===== src/hdl/udp_rx_settings.svh =====
`ifndef UDP_RX_SETTINGS_SVH
`define UDP_RX_SETTINGS_SVH

// payload FIFO, one 64-bit word per entry
`define RX_DATA_FIFO_DEPTH 64
// headroom above this level absorbs the word that cuts a frame
`define RX_DATA_FIFO_AFULL 56

// metadata FIFO, one entry per delivered frame
`define RX_META_FIFO_DEPTH 16
`define RX_META_FIFO_AFULL 12

// ethertype for IPv4, in wire order
`define RX_ETHERTYPE_IPV4 16'h0800

// version 4 with a 20-byte header, no IP options
`define RX_IPV4_VER_IHL 8'h45

// IP protocol number for UDP
`define RX_IP_PROTO_UDP 8'h11

// upper half of every IPv4 multicast MAC address
`define RX_MC_MAC_PREFIX 24'h01005E

`endif


===== src/hdl/udp_rx_pkg.sv =====
package udp_rx_pkg;

  typedef logic [47:0] mac_addr_t;
  typedef logic [31:0] ipv4_addr_t;
  typedef logic [15:0] udp_port_t;

  // one entry of the payload FIFO, flags above the data
  typedef struct packed {
    logic        overrun;
    logic        bad;
    logic        eof;
    logic [63:0] data;
  } app_word_t;

  // one entry of the metadata FIFO, written once per frame
  typedef struct packed {
    udp_port_t  src_port;
    ipv4_addr_t src_ip;
  } app_meta_t;

  // header walk, one state per 8-byte beat
  typedef enum logic [2:0] {
    RX_IDLE = 3'd0,
    RX_HDR2 = 3'd1,
    RX_HDR3 = 3'd2,
    RX_HDR4 = 3'd3,
    RX_HDR5 = 3'd4,
    RX_HDR6 = 3'd5,
    RX_DATA = 3'd6
  } rx_state_t;

  typedef enum logic [1:0] {
    OVR_RUN  = 2'd0,
    OVR_OVER = 2'd1,
    OVR_WAIT = 2'd2
  } ovr_state_t;

endpackage


===== src/hdl/rx_sync_fifo.sv =====
module rx_sync_fifo #(
  parameter type payload_t = udp_rx_pkg::app_word_t,
  parameter int  DEPTH     = 16,
  parameter int  AFULL     = DEPTH - 4
) (
  input  logic     mac_clk,
  input  logic     mac_rst,
  input  logic     wr_en,
  input  payload_t wr_data,
  input  logic     rd_en,
  output payload_t rd_data,
  output logic     empty,
  output logic     almost_full
);

  localparam int AW = (DEPTH > 1) ? $clog2(DEPTH) : 1;
  localparam int CW = $clog2(DEPTH + 1);

  payload_t      mem [DEPTH];
  logic [AW-1:0] wr_ptr;
  logic [AW-1:0] rd_ptr;
  logic [CW-1:0] count;
  logic          full;
  logic          do_wr;
  logic          do_rd;

  assign full        = count == CW'(DEPTH);
  assign empty       = count == '0;
  assign almost_full = count >= CW'(AFULL);
  assign do_wr       = wr_en && !full;
  assign do_rd       = rd_en && !empty;

  // first word fall through, the head is always on the read port
  assign rd_data = mem[rd_ptr];

  always_ff @(posedge mac_clk) begin
    if (do_wr) begin
      mem[wr_ptr] <= wr_data;
    end
  end

  always_ff @(posedge mac_clk) begin
    if (mac_rst) begin
      wr_ptr <= '0;
      rd_ptr <= '0;
      count  <= '0;
    end else begin
      if (do_wr) begin
        wr_ptr <= (wr_ptr == AW'(DEPTH - 1)) ? '0 : wr_ptr + 1'b1;
      end
      if (do_rd) begin
        rd_ptr <= (rd_ptr == AW'(DEPTH - 1)) ? '0 : rd_ptr + 1'b1;
      end
      case ({do_wr, do_rd})
        2'b10:   count <= count + 1'b1;
        2'b01:   count <= count - 1'b1;
        default: count <= count;
      endcase
    end
  end

  // the writer stops at almost-full, so the top entries stay spare
  a_no_overflow: assert property (
    @(posedge mac_clk) disable iff (mac_rst)
    !(wr_en && full)
  );

  a_no_underflow: assert property (
    @(posedge mac_clk) disable iff (mac_rst)
    !(rd_en && empty)
  );

endmodule


===== config.mk =====
export PLATFORM = sky130hd
export DESIGN_NAME = rx_sync_fifo
export DESIGN_NICKNAME = d
export VERILOG_FILES = /design/src/hdl/udp_rx_settings.svh /design/src/hdl/udp_rx_pkg.sv /design/src/hdl/rx_sync_fifo.sv
export SDC_FILE = /design/constraint.sdc
export NUM_CORES = 1
export LEC_CHECK = 0
export BUFFER_PORTS_ARGS = -buffer_cell sky130_fd_sc_hd__buf_2
export CORE_ASPECT_RATIO = 0.7
export CORE_UTILIZATION = 60
export CTS_CLUSTER_SIZE = 10
export DETAILED_ROUTE_END_ITERATION = 6
export PLACE_DENSITY = 0.75
export SLEW_MARGIN = 20
export SYNTH_ARGS = -nofsm -noshare
export SYNTH_HDL_FRONTEND = slang
export SYNTH_SLANG_ARGS = --single-unit

===== constraint.sdc =====
create_clock -name mac_clk -period 15.4 [get_ports mac_clk]
set_input_delay 0.77 -clock mac_clk [delete_from_list [all_inputs] [get_ports mac_clk]]
set_output_delay 0.77 -clock mac_clk [all_outputs]
set_load 0.01 [all_outputs]

==> flow_metrics.tcl <==
set metrics [dict create \
    avgSynthCellArea_um2 23.3 \
    synth_top_area_share_pct 78.4 \
    timing.rr.start "count[2]" \
    cts_buffer_depth 3 \
    die-area_mm2 0.0695 \
    die_x_um 315 \
    hpwlAfterDp_um 43300 \
    criticalPathCategory "register to output pin" \
    coreArea_mm2 0.0670 \
    synth_fp_nets 1843 \
    rsz0062_at_grt "false" \
    synth_ff_type "edfxtp_1" \
    grt_pass1_vias 20100 \
    clk_pin_slew_ns 0.06 \
    gr-usage-met1_pct 37.5 \
    setup_viol 0 \
    postCtsHoldBufs 0 \
    cp_data_required_time_ns 14.63 \
    met2_usage_pct 42.3 \
    grt_max_degree 77 \
    grt_pass1_wl_um 132000 \
    post_cts_buffers 0 \
    gp_congestion 0.739 \
    grtUsageTotal_pct 26.4 \
    top_usage_layer "met2" \
    slew_headroom_pct 23.4 \
    async_flop_share_pct 0 \
    hold_class "input pin to register" \
    finalMaxSlewViolations 0 \
    maxCapViolations 0 \
    synthMostInstantiatedCell "edfxtp_1" \
    critPathCaptureType "output pin" \
    fp.dieH_um 221 \
    first_pass_iters 5 \
    tightest_slew_ns 1.15 \
    hold_viol 0 \
    nets 2050 \
    synth_edf_count 1072 \
    fin_crit_sh_pct 35.4 \
    seq_area_frac_synth_pct 79.3 \
    clk_latency_ns 0.69 \
    fin_setup_tns_ns 0 \
    overflow 0 \
    drive_gt1_share_pct 30.3 \
    syn2layout_area_growth_pct 12.2 \
    ioPinCount 140 \
    synth_area_leaders "edfxtp_1 78%, mux4_2 15%, a22oi_1 2.5%, dfxtp_1 0.83%, nand2_1 0.74%" \
    wl_um 89800 \
    cts_max_level 3 \
    reg2regPathDepth 6 \
    ys_warn_count 0 \
    synth_cells 1763 \
    routedWlPerCell_um 31.0 \
    endpoint "rd_data[64]" \
    holdWs_ns 0.457 \
    skew_ns 0.0241 \
    outcome "finished, final reports clean" \
    syn_area_mm2 0.0410 \
    worst-path-max-fanout 76 \
    ctsResizeCount 0 \
    period_minus_slack_ns 5.45 \
    max_freq_ghz 0.183 \
    cts_made_buffers 119 \
    synth_cell_type_count 44 \
    synthTopCellsByCount "1072 x edfxtp_1, 268 x mux4_2, 134 x a22oi_1" \
    cts.sinks 1089 \
    use_met3_pct 5.72 \
    synth_seq_cells 1089 \
    drtIter0Drc 2286 \
    n_fill_cell 3979 \
    cellLeakagePower_nw 14.5 \
    start_util_pct 61.3 \
    finalPower_mw 7.08 \
    ant_nets 0 \
    peakVddDrop_mv 0.102 \
    viasPerCell 6.65 \
    antenna_found_initial 11 \
    rrSetupSlack_ns 11.81 \
    synth_top_area_cell "edfxtp_1" \
    reg2reg_to "mem[9][30]" \
    pwr_density_cell_mw_per_mm2 154 \
    cts_tree "done" \
    start_kind "register" \
    root_buffer "clkbuf_16" \
    num_vias 19300 \
    io_buffers 139 \
    worst_ep_arrival_time_ns 4.68 \
    num_rows 79 \
    drc 0 \
]
[routing by layer]
metal / routed length [um] / part of all wire (%) / vias to the layer above
li1: - / - / 7910
met1: 34900 / 39 / 10200
met2: 44800 / 50 / 988
met3: 8080 / 9.0 / 168
met4: 1940 / 2.2 / 10
met5: 55 / 0.061 / -
[flip-flops by register name (all words and copies together) (netlist names), named ones only]
name / cells
rd_ptr: 4
count: 5
mem: 1072
wr_ptr: 4
[cells in the final DEF, fill, tap and decap left out, types with 2 or more instances in the layout]
master,Yosys,layout
nand2_1,81,81
edfxtp_1,1072,1072
a221oi_1,2,2
mux4_2,268,268
inv_1,7,7
inv_6,0,2
xor2_1,4,4
clkinv_2,0,2
nand2b_1,2,2
o21ai_0,3,3
nor2_4,0,11
clkbuf_1,39,25
nand3_1,3,3
buf_6,13,2
ha_1,9,9
clkbuf_16,0,122
buf_4,13,42
diode_2,0,8
a22oi_1,134,134
nor3_1,8,2
mux2i_1,4,4
nor2_1,20,9
o211ai_1,2,2
a21oi_1,5,5
or3b_2,2,2
dfxtp_1,17,15
buf_2,13,139
nor3_2,0,6
dfxtp_4,0,2
nor2b_4,0,2
nor3b_1,2,2
[worst min path at each step]
stage | start | end | slack (ns) | cells after the start
2_1_floorplan | rd_ptr[3] | register | 0.47 | 2
3_3_place_gp | rd_ptr[3] | rd_ptr[3] | 0.50 | 2
3_5_place_dp | rd_ptr[0] | register | 0.52 | 2
4_1_cts | mac_rst | count[0] | 0.42 | 2
5_1_grt | wr_data[20] | mem[6][20] | 0.44 | 1
6_report | wr_data[25] | mem[3][25] | 0.46 | 1
[worst max-delay path: stages (launching register included)]
cell and delay, ns:
dfxtp_4 0.95, buf_4 0.96, buf_4 0.95, mux4_2 0.43, a22oi_1 0.24, nand2_1 0.20, buf_2 0.19
[through the flow]
| step | util, % | cells | instance area, um^2 | setup WS (ns) |
|---|---|---|---|---|
| after floorplan | - | 1763 | 41000 | 9.15 |
| after global placement | 63.9 | 2740 | 42800 | 10.52 |
| after detailed placement | 63.9 | 2740 | 42800 | 10.44 |
| after CTS | 68.7 | 2893 | 46000 | 9.67 |
| after global routing | 68.7 | 2896 | 46000 | 9.78 |
| final | 68.7 | 2901 | 46000 | 9.95 |
[layout make-up]
type	instances	area [um^2]	area share, %
flip-flops and latches	1089	32500	70.7
inverters	7	26.3	0.0571
clock buffers	147	3150	6.83
diodes	8	20.0	0.0435
multi-input cells	570	8090	17.6
well taps	891	1110	2.42
repair buffers	183	1030	2.24
clock inverters	6	73.8	0.160
[cell families after synthesis]
family,synth area share (%)
XOR/XNOR,0.107
adder cells (fa/ha/maj),0.274
AO/OA/AOI/OAI,2.82
AND/OR/NAND/NOR,1.40
buffers and inverters,1.35
multiplexers,14.8
flip-flops,79.3
[report_power, final]
| part | leakage, nW | total, mW | switching [mW] | internal (mW) |
|---|---|---|---|---|
| registers | 9.82 | 3.44 | 0.0731 | 3.36 |
| clock network | 1.57 | 2.45 | 1.04 | 1.42 |
| logic | 3.07 | 1.19 | 0.610 | 0.578 |
| total | 14.5 | 7.08 | 1.72 | 5.36 |
Note: power is estimated with default switching activity, not from simulation.
