`config.mk`:
```
export PLATFORM = sky130hd
export DESIGN_NAME = rx_app_writer
export DESIGN_NICKNAME = d
export VERILOG_FILES = /design/src/hdl/udp_rx_settings.svh /design/src/hdl/udp_rx_pkg.sv /design/src/hdl/rx_app_writer.sv
export SDC_FILE = /design/constraint.sdc
export NUM_CORES = 1
export LEC_CHECK = 0
export BUFFER_PORTS_ARGS = -buffer_cell sky130_fd_sc_hd__buf_2
export CORE_AREA = 2 2 92 94
export DETAILED_ROUTE_END_ITERATION = 12
export DIE_AREA = 0 0 94 96
export GPL_ROUTABILITY_DRIVEN = 0
export PLACE_DENSITY = 0.51
export SETUP_SLACK_MARGIN = 0.3
export SYNTH_ARGS = -nofsm -noshare
export SYNTH_HDL_FRONTEND = slang
export SYNTH_SLANG_ARGS = --single-unit
export TNS_END_PERCENT = 20
```
`constraint.sdc`:
```
create_clock -name mac_clk -period 1.5 [get_ports mac_clk]
set_input_delay 0.225 -clock mac_clk [delete_from_list [all_inputs] [get_ports mac_clk]]
set_output_delay 0.225 -clock mac_clk [all_outputs]
set_load 0.1 [all_outputs]
```
`src/hdl/udp_rx_settings.svh`:
```
`ifndef UDP_RX_SETTINGS_SVH
`define UDP_RX_SETTINGS_SVH

// payload FIFO, one 64-bit word per entry
`define RX_DATA_FIFO_DEPTH 64
// headroom above this level absorbs the word that cuts a frame
`define RX_DATA_FIFO_AFULL 56

// metadata FIFO, one entry per delivered frame
`define RX_META_FIFO_DEPTH 16
`define RX_META_FIFO_AFULL 12

// ethertype for IPv4, in wire order
`define RX_ETHERTYPE_IPV4 16'h0800

// version 4 with a 20-byte header, no IP options
`define RX_IPV4_VER_IHL 8'h45

// IP protocol number for UDP
`define RX_IP_PROTO_UDP 8'h11

// upper half of every IPv4 multicast MAC address
`define RX_MC_MAC_PREFIX 24'h01005E

`endif

```
`src/hdl/udp_rx_pkg.sv`:
```
package udp_rx_pkg;

  typedef logic [47:0] mac_addr_t;
  typedef logic [31:0] ipv4_addr_t;
  typedef logic [15:0] udp_port_t;

  // one entry of the payload FIFO, flags above the data
  typedef struct packed {
    logic        overrun;
    logic        bad;
    logic        eof;
    logic [63:0] data;
  } app_word_t;

  // one entry of the metadata FIFO, written once per frame
  typedef struct packed {
    udp_port_t  src_port;
    ipv4_addr_t src_ip;
  } app_meta_t;

  // header walk, one state per 8-byte beat
  typedef enum logic [2:0] {
    RX_IDLE = 3'd0,
    RX_HDR2 = 3'd1,
    RX_HDR3 = 3'd2,
    RX_HDR4 = 3'd3,
    RX_HDR5 = 3'd4,
    RX_HDR6 = 3'd5,
    RX_DATA = 3'd6
  } rx_state_t;

  typedef enum logic [1:0] {
    OVR_RUN  = 2'd0,
    OVR_OVER = 2'd1,
    OVR_WAIT = 2'd2
  } ovr_state_t;

endpackage

```
`src/hdl/rx_app_writer.sv`:
```
module rx_app_writer (
  input  logic                   mac_clk,
  input  logic                   mac_rst,
  input  logic                   pay_valid,
  input  logic [63:0]            pay_data,
  input  logic                   pay_good,
  input  logic                   pay_bad,
  input  udp_rx_pkg::ipv4_addr_t src_ip,
  input  udp_rx_pkg::udp_port_t  src_port,
  input  logic                   data_afull,
  input  logic                   meta_afull,
  input  logic                   app_rx_overrun_ack,
  output logic                   data_wr_en,
  output udp_rx_pkg::app_word_t  data_wr,
  output logic                   meta_wr_en,
  output udp_rx_pkg::app_meta_t  meta_wr
);

  import udp_rx_pkg::*;

  ovr_state_t ovr_state;

  // set between the first and the last word the filter sends
  logic mid_frame;
  logic afull;
  logic pay_end;

  assign afull   = data_afull || meta_afull;
  assign pay_end = pay_good || pay_bad;

  assign data_wr_en = pay_valid && (ovr_state == OVR_RUN);

  // run is only entered between frames, so a word with no open
  // frame behind it is always the first one
  assign meta_wr_en = data_wr_en && !mid_frame;

  // a word written near full closes the frame early
  assign data_wr = '{
    overrun: afull,
    bad:     pay_bad,
    eof:     pay_end || afull,
    data:    pay_data
  };

  assign meta_wr = '{
    src_port: src_port,
    src_ip:   src_ip
  };

  always_ff @(posedge mac_clk) begin
    if (mac_rst) begin
      mid_frame <= 1'b0;
    end else if (pay_valid) begin
      mid_frame <= !pay_end;
    end
  end

  always_ff @(posedge mac_clk) begin
    if (mac_rst) begin
      ovr_state <= OVR_RUN;
    end else begin
      case (ovr_state)
        OVR_RUN: begin
          if (pay_valid && afull) begin
            ovr_state <= OVR_OVER;
          end
        end
        OVR_OVER: begin
          if (app_rx_overrun_ack) begin
            ovr_state <= OVR_WAIT;
          end
        end
        OVR_WAIT: begin
          // ack released and the cut frame has drained from the filter
          if (!app_rx_overrun_ack && !mid_frame && !pay_valid) begin
            ovr_state <= OVR_RUN;
          end
        end
        default: begin
          ovr_state <= OVR_RUN;
        end
      endcase
    end
  end

  // writing only resumes at the start of a new frame
  a_resume_at_frame_start: assert property (
    @(posedge mac_clk) disable iff (mac_rst)
    (data_wr_en && mid_frame) |-> ($past(ovr_state) == OVR_RUN)
  );

endmodule

```
==> run_results.csv <==
group,metric,value,unit
worst_setup_path,kind_of_end_point_of_the_critical_path,"output pin",
global_routing,number_of_global_route_vias_before_repair,363,
timing,finalCriticalPeriod,1.35,ns
cells_and_area,filler_cell_count,956,
yosys,yosysTopAreaCellShare,84.0,%
cells_and_area,layout.nets,158,
timing,maxSlewViolCount,0,
placed_design,dp.cells,135,
route,vias_per_cell,2.38,
worst_setup_path,rr_worst_depth,3,
yosys,post_synth_num_cell_types,13,
route,vias_after_detailed_routing,338,
worst_setup_path,cp.required,1.27,ns
run_status,outcome,"completed",
cells_and_area,stdcell_area,473,um^2
flow_run,drv_cap,0,
timing,grt_setup_unrepaired,"true",
floorplan,start_util,12.6,%
placed_design,detailedPlacementHpwl,1.42,mm
power_and_ir_drop,pwr-share-clk,51.3,%
route,route.detailed.drc,0,
timing,max-slew-margin-rel,67.8,%
yosys,netlist_instances,132,
power_and_ir_drop,power.net_switching,0.149,mW
worst_setup_path,worst-setup-path-type,"reg2out",
worst_setup_path,timing.critical_path.arrival,1.13,ns
route,route.final.wire_length,1.76,mm
power_and_ir_drop,power.share.combinational,29.8,%
worst_setup_path,rr_endpoint,"ovr_state[0]",
timing,fmaxAchievable,0.740,GHz
worst_hold_path,worstHoldPathCells,2,
placed_design,placed_cell_area,399,um^2
cells_and_area,multiInputGateArea,116,um^2
worst_hold_path,hold_path_class,"in2reg",
global_routing,grt_first_pass_wirelength,2.24,mm
clock_tree,clkLatencyLatePin,0.22,ns
placed_design,dp_slack,0.227,ns
placed_design,port_buffers,12,
power_and_ir_drop,power.density_cell_area,985,nW/um^2
worst_setup_path,reg2reg_setup_slack,0.51,ns
route,number_of_routed_nets_with_antenna_violations,0,
yosys,netlist_top_cells_area,"buf_4 84%, dfxtp_1 5.9%, nor2b_1 1.8%, nor3b_2 1.2%, mux2_2 1.1%",
cells_and_area,ant_cells,0,
floorplan,die_area,9020,um^2
yosys,post_synthesis_cell_type_with_the_largest_combined_area,"buf_4",
timing,final-setup-viol-count,0,
worst_hold_path,hold-path-endpoint,"ovr_state[0]",
floorplan,dieWidth,94,um
global_routing,antenna_found_initial,0,
yosys,synth.net_count,252,
worst_setup_path,cp-start-kind,"flip-flop",
power_and_ir_drop,cellLeakagePower,0.162,nW
worst_setup_path,crit-reg2reg-launch,"ovr_state[0]",
timing,max_slew.worst_pin.slew,0.486,ns
global_routing,grt_start_max_net_pins,5,
global_routing,grt_usage,3.52,%
clock_tree,tritoncts_clock_tree,"built",
worst_hold_path,hold_path.startpoint,"mac_rst",
global_routing,gr-total-overflow,0,
timing,fin_skew,0.00207,ns
timing,setup_ws,0.149,ns
power_and_ir_drop,max-vdd-ir-drop,133,uV
cells_and_area,layout_commonest_cell,"buf_2",
worst_setup_path,timing.critical_path.fanout_max,3,
yosys,synth-warning-count,0,
cells_and_area,share_of_final_layout_standard_cells_stronger_than_drive_strength_1,67.6,%
cells_and_area,final_core_utilization,5.87,%
floorplan,die-height,96,um
clock_tree,clk_pin_slew_worst_paths,0.03,ns
cells_and_area,layout.cells.most_common_list,"10 x buf_2, 3 x clkbuf_8, 3 x buf_4",
cells_and_area,finish.cell_count_without_fillers,142,
timing,hold_violation_count_in_the_final_report,0,
yosys,seq_area_frac_synth,5.90,%
route,wl_per_cell,12.4,um
yosys,syn-cell-area,1020,um^2
power_and_ir_drop,internal-power,0.317,mW
cells_and_area,area_growth_from_synthesis_to_layout,-53.6,%
floorplan,num_io_pins,237,
power_and_ir_drop,sequentialPowerShare,18.9,%
clock_tree,clockRootBuffer,"clkbuf_8",
clock_tree,maximum_level_of_the_cts_h_tree,1,
clock_tree,cts_hold_buf,0,
clock_tree,numCtsBuffers,3,
yosys,synthesis.area_per_instance,7.72,um^2
floorplan,std_cell_rows,33,
cells_and_area,ff_latch_area,67.6,um^2
power_and_ir_drop,power.share.switching,32.1,%
clock_tree,cts_sinks,3,
route,drt_pass1_iterations,4,
floorplan,core-area,8050,um^2
clock_tree,clock_path_buffers,2,
yosys,ys_ff_latch,3,
route,drt_first_iter_violations,3,
timing,post-route-period-util,90.1,%
registers in the layout, indices dropped and copies added, names as in the netlist:
signal     cells
mid_frame      1
ovr_state      2
cell families after synthesis:
family | count (synthesis) | synth area share, %
flops | 3 | 5.90
mux | 2 | 2.09
buf+inv | 114 | 84.0
compound gates | 2 | 0.982
simple gates | 11 | 7.00
worst max-delay path by stage:
| stage | startpoint | end | cells after the start |
|---|---|---|---|
| after floorplan | ovr_state[1] | meta_wr_en | 2 |
| after CTS | ovr_state[0] | meta_wr_en | 3 |
| final | ovr_state[1] | meta_wr_en | 3 |
| after global placement | meta_afull | data_wr[64] | 4 |
| after global routing | ovr_state[1] | meta_wr_en | 3 |
| after detailed placement | meta_afull | data_wr[64] | 4 |
metrics by stage:
stage               power (mW)  TNS [ns]  hold slack [ns]
detailed placement       0.222         0            0.437
global route             0.491         0            0.224
floorplan                 1.59    -0.616            0.295
CTS                      0.475         0            0.202
finish                   0.466         0            0.217
global placement         0.221         0            0.439
worst max-delay path, stage by stage (launching register included):
cell and delay (ns):
dfxtp_4 0.34, nor3b_4 0.20, nor2b_4 0.19, buf_12 0.18
cells in the mapped netlist:
| master | number |
|---|---|
| buf_4 | 114 |
| dfxtp_1 | 3 |
| nor2b_1 | 3 |
| nor2_1 | 2 |
| nor3_1 | 2 |
| a21oi_1 | 1 |
| mux2_2 | 1 |
| mux2i_1 | 1 |
| nand2b_1 | 1 |
| nor3_2 | 1 |
| nor3b_2 | 1 |
| o21ai_1 | 1 |
| or2_2 | 1 |
layout make-up:
| class | instances | share of cell area [%] |
|---|---|---|
| timing repair buffer | 15 | 23.8 |
| clock buffer | 4 | 9.52 |
| tap | 105 | 27.8 |
| sequential | 3 | 14.3 |
| multi-input combinational | 15 | 24.6 |
metal layers:
metal,GRT usage [%],share of wire [%]
met1,0.891,12
met2,4.17,39
met3,4.70,30
met4,7.85,19
met5,0,0
power by group through the flow:
stage	clock, mW	sequential [mW]	combinational (mW)
floorplan	0	0.0910	1.50
global placement	0	0.0918	0.129
detailed placement	0	0.0921	0.129
CTS	0.248	0.0895	0.137
global route	0.258	0.0887	0.144
finish	0.239	0.0882	0.139
repair_timing:
action,4_1_cts,5_1_grt
pin swaps,1,1
buffers inserted,2,1
setup endpoints to repair,3,3
gates resized for setup,2,1
(Power assumes the default switching activity.)
