**src/hdl/udp_rx_settings.svh**
```systemverilog
`ifndef UDP_RX_SETTINGS_SVH
`define UDP_RX_SETTINGS_SVH

// payload FIFO, one 64-bit word per entry
`define RX_DATA_FIFO_DEPTH 64
// headroom above this level absorbs the word that cuts a frame
`define RX_DATA_FIFO_AFULL 56

// metadata FIFO, one entry per delivered frame
`define RX_META_FIFO_DEPTH 16
`define RX_META_FIFO_AFULL 12

// ethertype for IPv4, in wire order
`define RX_ETHERTYPE_IPV4 16'h0800

// version 4 with a 20-byte header, no IP options
`define RX_IPV4_VER_IHL 8'h45

// IP protocol number for UDP
`define RX_IP_PROTO_UDP 8'h11

// upper half of every IPv4 multicast MAC address
`define RX_MC_MAC_PREFIX 24'h01005E

`endif

```
**src/hdl/udp_rx_pkg.sv**
```systemverilog
package udp_rx_pkg;

  typedef logic [47:0] mac_addr_t;
  typedef logic [31:0] ipv4_addr_t;
  typedef logic [15:0] udp_port_t;

  // one entry of the payload FIFO, flags above the data
  typedef struct packed {
    logic        overrun;
    logic        bad;
    logic        eof;
    logic [63:0] data;
  } app_word_t;

  // one entry of the metadata FIFO, written once per frame
  typedef struct packed {
    udp_port_t  src_port;
    ipv4_addr_t src_ip;
  } app_meta_t;

  // header walk, one state per 8-byte beat
  typedef enum logic [2:0] {
    RX_IDLE = 3'd0,
    RX_HDR2 = 3'd1,
    RX_HDR3 = 3'd2,
    RX_HDR4 = 3'd3,
    RX_HDR5 = 3'd4,
    RX_HDR6 = 3'd5,
    RX_DATA = 3'd6
  } rx_state_t;

  typedef enum logic [1:0] {
    OVR_RUN  = 2'd0,
    OVR_OVER = 2'd1,
    OVR_WAIT = 2'd2
  } ovr_state_t;

endpackage

```
**src/hdl/rx_header_filter.sv**
```systemverilog
`include "udp_rx_settings.svh"

module rx_header_filter (
  input  logic                   mac_clk,
  input  logic                   mac_rst,
  input  logic [63:0]            mac_rx_data,
  input  logic [7:0]             mac_rx_data_valid,
  input  logic                   mac_rx_good_frame,
  input  logic                   mac_rx_bad_frame,
  input  logic                   phy_rx_up,
  input  logic                   local_enable,
  input  udp_rx_pkg::mac_addr_t  local_mac,
  input  udp_rx_pkg::ipv4_addr_t local_ip,
  input  udp_rx_pkg::udp_port_t  local_port,
  input  udp_rx_pkg::ipv4_addr_t local_mc_recv_ip,
  input  udp_rx_pkg::ipv4_addr_t local_mc_recv_ip_mask,
  output logic                   pay_valid,
  output logic [63:0]            pay_data,
  output logic                   pay_good,
  output logic                   pay_bad,
  output udp_rx_pkg::ipv4_addr_t src_ip,
  output udp_rx_pkg::udp_port_t  src_port
);

  import udp_rx_pkg::*;

  // two register stages on the MAC side, d1 holds the newer beat
  logic [63:0] rx_data_d1;
  logic [63:0] rx_data_d2;
  logic [7:0]  rx_valid_d1;

  rx_state_t rx_state;
  logic      accept;

  mac_addr_t  dst_mac;
  ipv4_addr_t dst_ip;
  udp_port_t  dst_port;
  logic       mac_ok;
  logic       type_ok;
  logic       proto_ok;
  logic       port_ok;
  logic       ip_ok;
  logic       frame_end;
  logic       word_ok;

  // wire byte 0 sits in the low lane, fields are rebuilt msb first
  assign dst_mac = {rx_data_d1[7:0], rx_data_d1[15:8], rx_data_d1[23:16],
                    rx_data_d1[31:24], rx_data_d1[39:32], rx_data_d1[47:40]};

  // destination IP straddles beats 3 and 4
  assign dst_ip = {rx_data_d2[55:48], rx_data_d2[63:56],
                   rx_data_d1[7:0], rx_data_d1[15:8]};

  assign dst_port = {rx_data_d1[39:32], rx_data_d1[47:40]};

  assign mac_ok = (dst_mac == local_mac) || (dst_mac == '1) ||
                  (dst_mac[47:24] == `RX_MC_MAC_PREFIX);

  assign type_ok = ({rx_data_d1[39:32], rx_data_d1[47:40]} == `RX_ETHERTYPE_IPV4) &&
                   (rx_data_d1[55:48] == `RX_IPV4_VER_IHL);

  assign proto_ok = rx_data_d1[63:56] == `RX_IP_PROTO_UDP;

  assign port_ok = dst_port == local_port;

  // our own address, or a subscribed multicast group
  assign ip_ok = (dst_ip == local_ip) ||
                 ((dst_ip & local_mc_recv_ip_mask) ==
                  (local_mc_recv_ip & local_mc_recv_ip_mask));

  assign frame_end = mac_rx_good_frame || mac_rx_bad_frame;

  // in data state d1 always holds a beat of the current frame
  assign word_ok = (rx_state == RX_DATA) && accept;

  always_ff @(posedge mac_clk) begin
    rx_data_d1 <= mac_rx_data;
    rx_data_d2 <= rx_data_d1;

    // six bytes from the older beat, two from the newer one
    pay_data <= {rx_data_d2[23:16], rx_data_d2[31:24], rx_data_d2[39:32],
                 rx_data_d2[47:40], rx_data_d2[55:48], rx_data_d2[63:56],
                 rx_data_d1[7:0], rx_data_d1[15:8]};

    if (rx_state == RX_HDR4) begin
      src_ip <= {rx_data_d1[23:16], rx_data_d1[31:24],
                 rx_data_d1[39:32], rx_data_d1[47:40]};
    end
    if (rx_state == RX_HDR5) begin
      src_port <= {rx_data_d1[23:16], rx_data_d1[31:24]};
    end
  end

  always_ff @(posedge mac_clk) begin
    if (mac_rst) begin
      rx_valid_d1 <= '0;
      rx_state    <= RX_IDLE;
      accept      <= 1'b0;
      pay_valid   <= 1'b0;
      pay_good    <= 1'b0;
      pay_bad     <= 1'b0;
    end else begin
      rx_valid_d1 <= mac_rx_data_valid;

      // the end strobe lines up with the word built from the last beat
      pay_valid <= word_ok;
      pay_good  <= word_ok && mac_rx_good_frame;
      pay_bad   <= word_ok && mac_rx_bad_frame;

      case (rx_state)
        RX_IDLE: begin
          if (rx_valid_d1 == '1) begin
            rx_state <= RX_HDR2;
            accept   <= phy_rx_up && mac_ok;
          end
        end
        RX_HDR2: begin
          rx_state <= RX_HDR3;
          if (!type_ok) begin
            accept <= 1'b0;
          end
        end
        RX_HDR3: begin
          rx_state <= RX_HDR4;
          if (!proto_ok) begin
            accept <= 1'b0;
          end
        end
        RX_HDR4: begin
          rx_state <= RX_HDR5;
        end
        RX_HDR5: begin
          rx_state <= RX_HDR6;
          if (!port_ok || !ip_ok) begin
            accept <= 1'b0;
          end
        end
        RX_HDR6: begin
          // UDP length and checksum are not checked
          rx_state <= RX_DATA;
        end
        RX_DATA: begin
          rx_state <= RX_DATA;
        end
        default: begin
          rx_state <= RX_IDLE;
        end
      endcase

      // short or rejected frames also wait here for their end strobe
      if (frame_end && rx_state != RX_IDLE) begin
        rx_state <= RX_IDLE;
      end

      // once payload flows the frame runs to its end
      if (!local_enable && rx_state != RX_DATA) begin
        accept <= 1'b0;
      end
    end
  end

  a_single_end_strobe: assert property (
    @(posedge mac_clk) disable iff (mac_rst)
    !(mac_rx_good_frame && mac_rx_bad_frame)
  );

endmodule

```
**config.mk**
```make
export PLATFORM = sky130hd
export DESIGN_NAME = rx_header_filter
export DESIGN_NICKNAME = d
export VERILOG_FILES = /design/src/hdl/udp_rx_pkg.sv /design/src/hdl/rx_header_filter.sv
export VERILOG_INCLUDE_DIRS = /design/src /design/src/hdl
export SDC_FILE = /design/constraint.sdc
export NUM_CORES = 1
export LEC_CHECK = 0
export BUFFER_PORTS_ARGS = -buffer_cell sky130_fd_sc_hd__buf_2
export CAP_MARGIN = 5
export CORE_MARGIN = 2
export CORE_UTILIZATION = 30
export DETAILED_ROUTE_END_ITERATION = 6
export PLACE_DENSITY = 0.61
export SKIP_CTS_REPAIR_TIMING = 1
export SLEW_MARGIN = 30
export SYNTH_ARGS = -nofsm -noshare
export SYNTH_HDL_FRONTEND = slang
export SYNTH_SLANG_ARGS = --single-unit
```
**constraint.sdc**
```tcl
create_clock -name mac_clk -period 2.8 [get_ports mac_clk]
set_input_delay 0.56 -clock mac_clk [delete_from_list [all_inputs] [get_ports mac_clk]]
set_output_delay 0.56 -clock mac_clk [all_outputs]
set_load 0.02 [all_outputs]
```
==> metrics.sh <==
OUTCOME='finished clean'
POWER.SHARE.COMBINATIONAL_PCT=7.6
STARTING_UTILIZATION_OF_THE_CORE_AREA_PCT=30.7
GRT_ANTENNA_BEFORE_REPAIR=1
TOTALWIRELENGTH_UM=24600
N_FILL_CELL=2333
PIN_COUNT=353
CLOCK-SKEW-FINAL_NS=0.0208
CTS.SINKS=239
CP.ARRIVAL_NS=2.61
TIMING.FINAL.CRIT_PERIOD_NS=2.20
SYNTH.MUX.AREA_FRACTION_PCT=0.133
CLOCK_LATENCY_AT_THE_LATER_PIN_OF_THE_WORST_SKEW_PAIR_NS=0.52
SHARE_OF_LAYOUT_CELLS_ABOVE_DRIVE_STRENGTH_1_PCT=45.0
ANTENNA-DIODE-COUNT=0
HTREE_LEVELS=1
UTILIZATION_PCT=42.3
RSZ0062_AT_GRT='false'
WORST-SLEW-PIN-TRANSITION_NS=0.570
SLEW_VIOLATIONS=0
DRT_PRE_ANTENNA_ITERS=4
DIE_H_UM=162
CTS_INSERTED_BUFFERS=25
PLACE.PORT_BUFFERS=352
OVERFLOW=0
SYNTHXORXNORAREAFRAC_PCT=14.9
FIN_TNS_SETUP_NS=0
TOTAL_STANDARD_CELL_AREA_AFTER_SYNTHESIS_UM2=7510
SW_FRAC_OF_TOTAL_PCT=23.5
POSTSYNTHCELLCOUNT=531
CRIT_PATH_START_KIND='register'
CTS_TREE='yes'
SEQ_CELLS_POST_SYNTH=239
DIE_WIDTH_UM=162
TIMING.FINAL.SETUP_VIOLATIONS=0
CLKTRANSATPATHREGS_NS=0.07
CRITICAL_PATH_PEAK_FANOUT=6
FINALHOLDVIOLATIONS=0
GP_CONGESTION=0.868
POST_DETAILED_ROUTE_COUNT_OF_ANTENNA_VIOLATING_NETS=0
SEQUENTIALPOWERSHARE_PCT=50.5
SYN-MEAN-INSTANCE-AREA_UM2=14.1
SYN2LAYOUT_AREA_GROWTH_PCT=37.7
DETAILEDROUTE.FIRSTITERATIONVIOLATIONS=336
SYNTHSIMPLEGATEAREAFRAC_PCT=8.53
FIN_NETS=1130
SYNTH_CELL_TYPE_COUNT=41
GRT_START_MAX_NET_PINS=33
DESIGN.DIE.AREA_UM2=26300
REGAREA_UM2=5270
POST_SYNTHESIS_COMPOUND_GATE_AREA_FRACTION_PCT=3.00
GRT_USAGE_PCT=18.2
POWER.SWITCHING_mW=1.77
CRIT_TYPE='reg2reg'
FINAL.PERIOD_UTILIZATION_PCT=78.6
CP_DATA_REQUIRED_TIME_NS=3.21
POWER_LEAKAGE_nW=4.60
LARGEST_FAMILY_OF_LOGIC_CELLS_BY_SYNTHESIZED_AREA='XOR/XNOR gates'
WL_PER_CELL_UM=20.0
GRT_FIRST_PASS_WIRELENGTH_UM=34800
POWER_DENSITY_OVER_CELL_AREA_nW_PER_UM2=727
AREA_TAKEN_BY_MULTI_INPUT_LOGIC_GATES_UM2=2050
HP-CLASS='in2reg'
CTS_ROOT_BUFFER='sky130_fd_sc_hd__clkbuf_16'
INTERNAL-POWER_mW=5.75
MAX-VDD-IR-DROP_V=0.000497
POSTSYNTHNETCOUNT=773
FLOORPLAN.CORE_AREA_UM2=24500
TIMING.CRITICAL_PATH.TO_TYPE='register'
FIRST_GLOBAL_VIAS=5526
DR_TOTAL_VIAS=5175
ROW_COUNT=57
REMAINING_DRC_ERRORS=0
DP.FINAL_HPWL_UM=19800
HOLD_DEPTH=1
VIA_PER_INST=4.21
CTSLONGESTPATHBUFFERS=3
YS_WARN_COUNT=0
PWR-SHARE-CLK_PCT=42.0
SYNTH_ADDER_AREA_SHARE_PCT=0.666
SYNTH.YOSYS.SEQ_AREA_SHARE_PCT=70.1
MAX_CAP_VIOLATIONS=0
TIMING.SLEW.HEADROOM_PCT=61.5
WORSTREGTOREGCELLS=7
MAX_FREQ_GHz=0.454
## power by group through the flow
stage	clock network [mW]	registers, mW	logic (mW)
floorplan	0	3.84	0.254
global placement	0	3.87	0.571
detailed placement	0	3.87	0.571
CTS	3.23	3.80	0.576
global route	3.35	3.81	0.624
finish	3.16	3.79	0.570
## critical path, cell delays in order (launching register included)
cell and delay, ns:
sky130_fd_sc_hd__dfxtp_1 0.56, sky130_fd_sc_hd__xor2_1 0.12, sky130_fd_sc_hd__a22oi_1 0.37, sky130_fd_sc_hd__nand4_1 0.18
sky130_fd_sc_hd__or4_4 0.57, sky130_fd_sc_hd__o21ai_2 0.10, sky130_fd_sc_hd__a21oi_2 0.08, sky130_fd_sc_hd__mux2i_1 0.12
## cell families after synthesis
kind of cell	after synthesis
AOI/OAI and AO/OA	27
xor gates and xnor gates	128
adders and majority gates	4
buffers and inverters	31
DFF	239
muxes	1
and+or+nand+nor	101
## final timing paths
path	from	endpoint	slack [ns]
worst min-delay path	mac_rx_data[3]	rx_data_d1[3]$_DFF_P_	0.14
worst min register to register	rx_data_d2[45]$_DFF_P_	pay_data[37]$_DFF_P_	0.31
worst max register to register	rx_data_d1[11]$_DFF_P_	accept$_SDFFE_PP0P_	0.60
worst max-delay path	rx_data_d1[11]$_DFF_P_	accept$_SDFFE_PP0P_	0.60
## placed cells by master (no fill, tap or decap), drive strengths merged, types with 4 or more instances in the layout
master	Yosys	layout
nand3	4	4
edfxtp	48	48
nor2b	11	11
clkbuf	6	33
nand4	25	25
ha	4	4
buf	23	359
nand2	4	4
xnor2	12	12
clkinv	0	9
a22oi	16	16
nor2	8	8
xor2	116	116
nor3	4	4
nor4	31	31
dfxtp	191	191
## synthesized netlist by cell type (all sizes together)
master / number / area share (%)
and2: 3 / 0.25
and4b: 1 / 0.13
o21ai: 2 / 0.18
o31ai: 1 / 0.10
o2111ai: 2 / 0.32
nor3b: 1 / 0.10
nand4: 25 / 2.2
nor2: 8 / 0.40
nand2b: 1 / 0.083
nand3: 4 / 0.27
xor2: 116 / 14
o21bai: 1 / 0.10
nor4: 31 / 2.8
a31oi: 1 / 0.083
a21oi: 3 / 0.25
or4: 3 / 0.35
mux2i: 1 / 0.13
edfxtp: 48 / 19
o32ai: 1 / 0.12
clkbuf: 6 / 0.30
nor2b: 11 / 0.92
buf: 23 / 2.2
dfxtp: 191 / 51
xnor2: 12 / 1.4
nor4bb: 2 / 0.27
nor3: 4 / 0.27
a22oi: 16 / 1.8
ha: 4 / 0.67
inv: 2 / 0.10
nor4b: 3 / 0.35
nand2: 4 / 0.20
## cell type report
class,instances,share of cell area [%]
Timing Repair Buffer,359,17.5
Clock inverter,12,0.762
Multi-Input combinational cell,261,19.9
Tap cell,324,3.92
Sequential cell,239,50.9
Inverter,2,0.0726
Clock buffer,33,6.94
## registers in the layout (all words and copies together) (netlist names), 3 cells and up
signal / count
rx_data_d1: 64
rx_data_d2: 64
pay_data: 48
src_ip: 32
src_port: 16
rx_valid_d1: 8
rx_state: 3
## metrics by stage
stage	power (mW)	setup slack (ns)	instance area, um^2	std cells	hold slack [ns]
3_5_place_dp	4.45	0.398	9550	1185	0.312
3_3_place_gp	4.44	0.403	9550	1185	0.310
2_1_floorplan	4.10	0.387	7510	531	0.310
4_1_cts	7.61	0.529	10300	1230	0.123
6_report	7.52	0.599	10300	1230	0.144
5_1_grt	7.79	0.460	10300	1230	0.125
## layer usage
metal / GRT usage, % / share of wire (%) / vias up
met5: 0 / 0.049 / -
met4: 4.71 / 2.5 / 2
met3: 4.47 / 6.8 / 41
met2: 30.8 / 48 / 226
met1: 23.3 / 43 / 2350
li1: - / - / 2556
(Power assumes the default switching activity.)
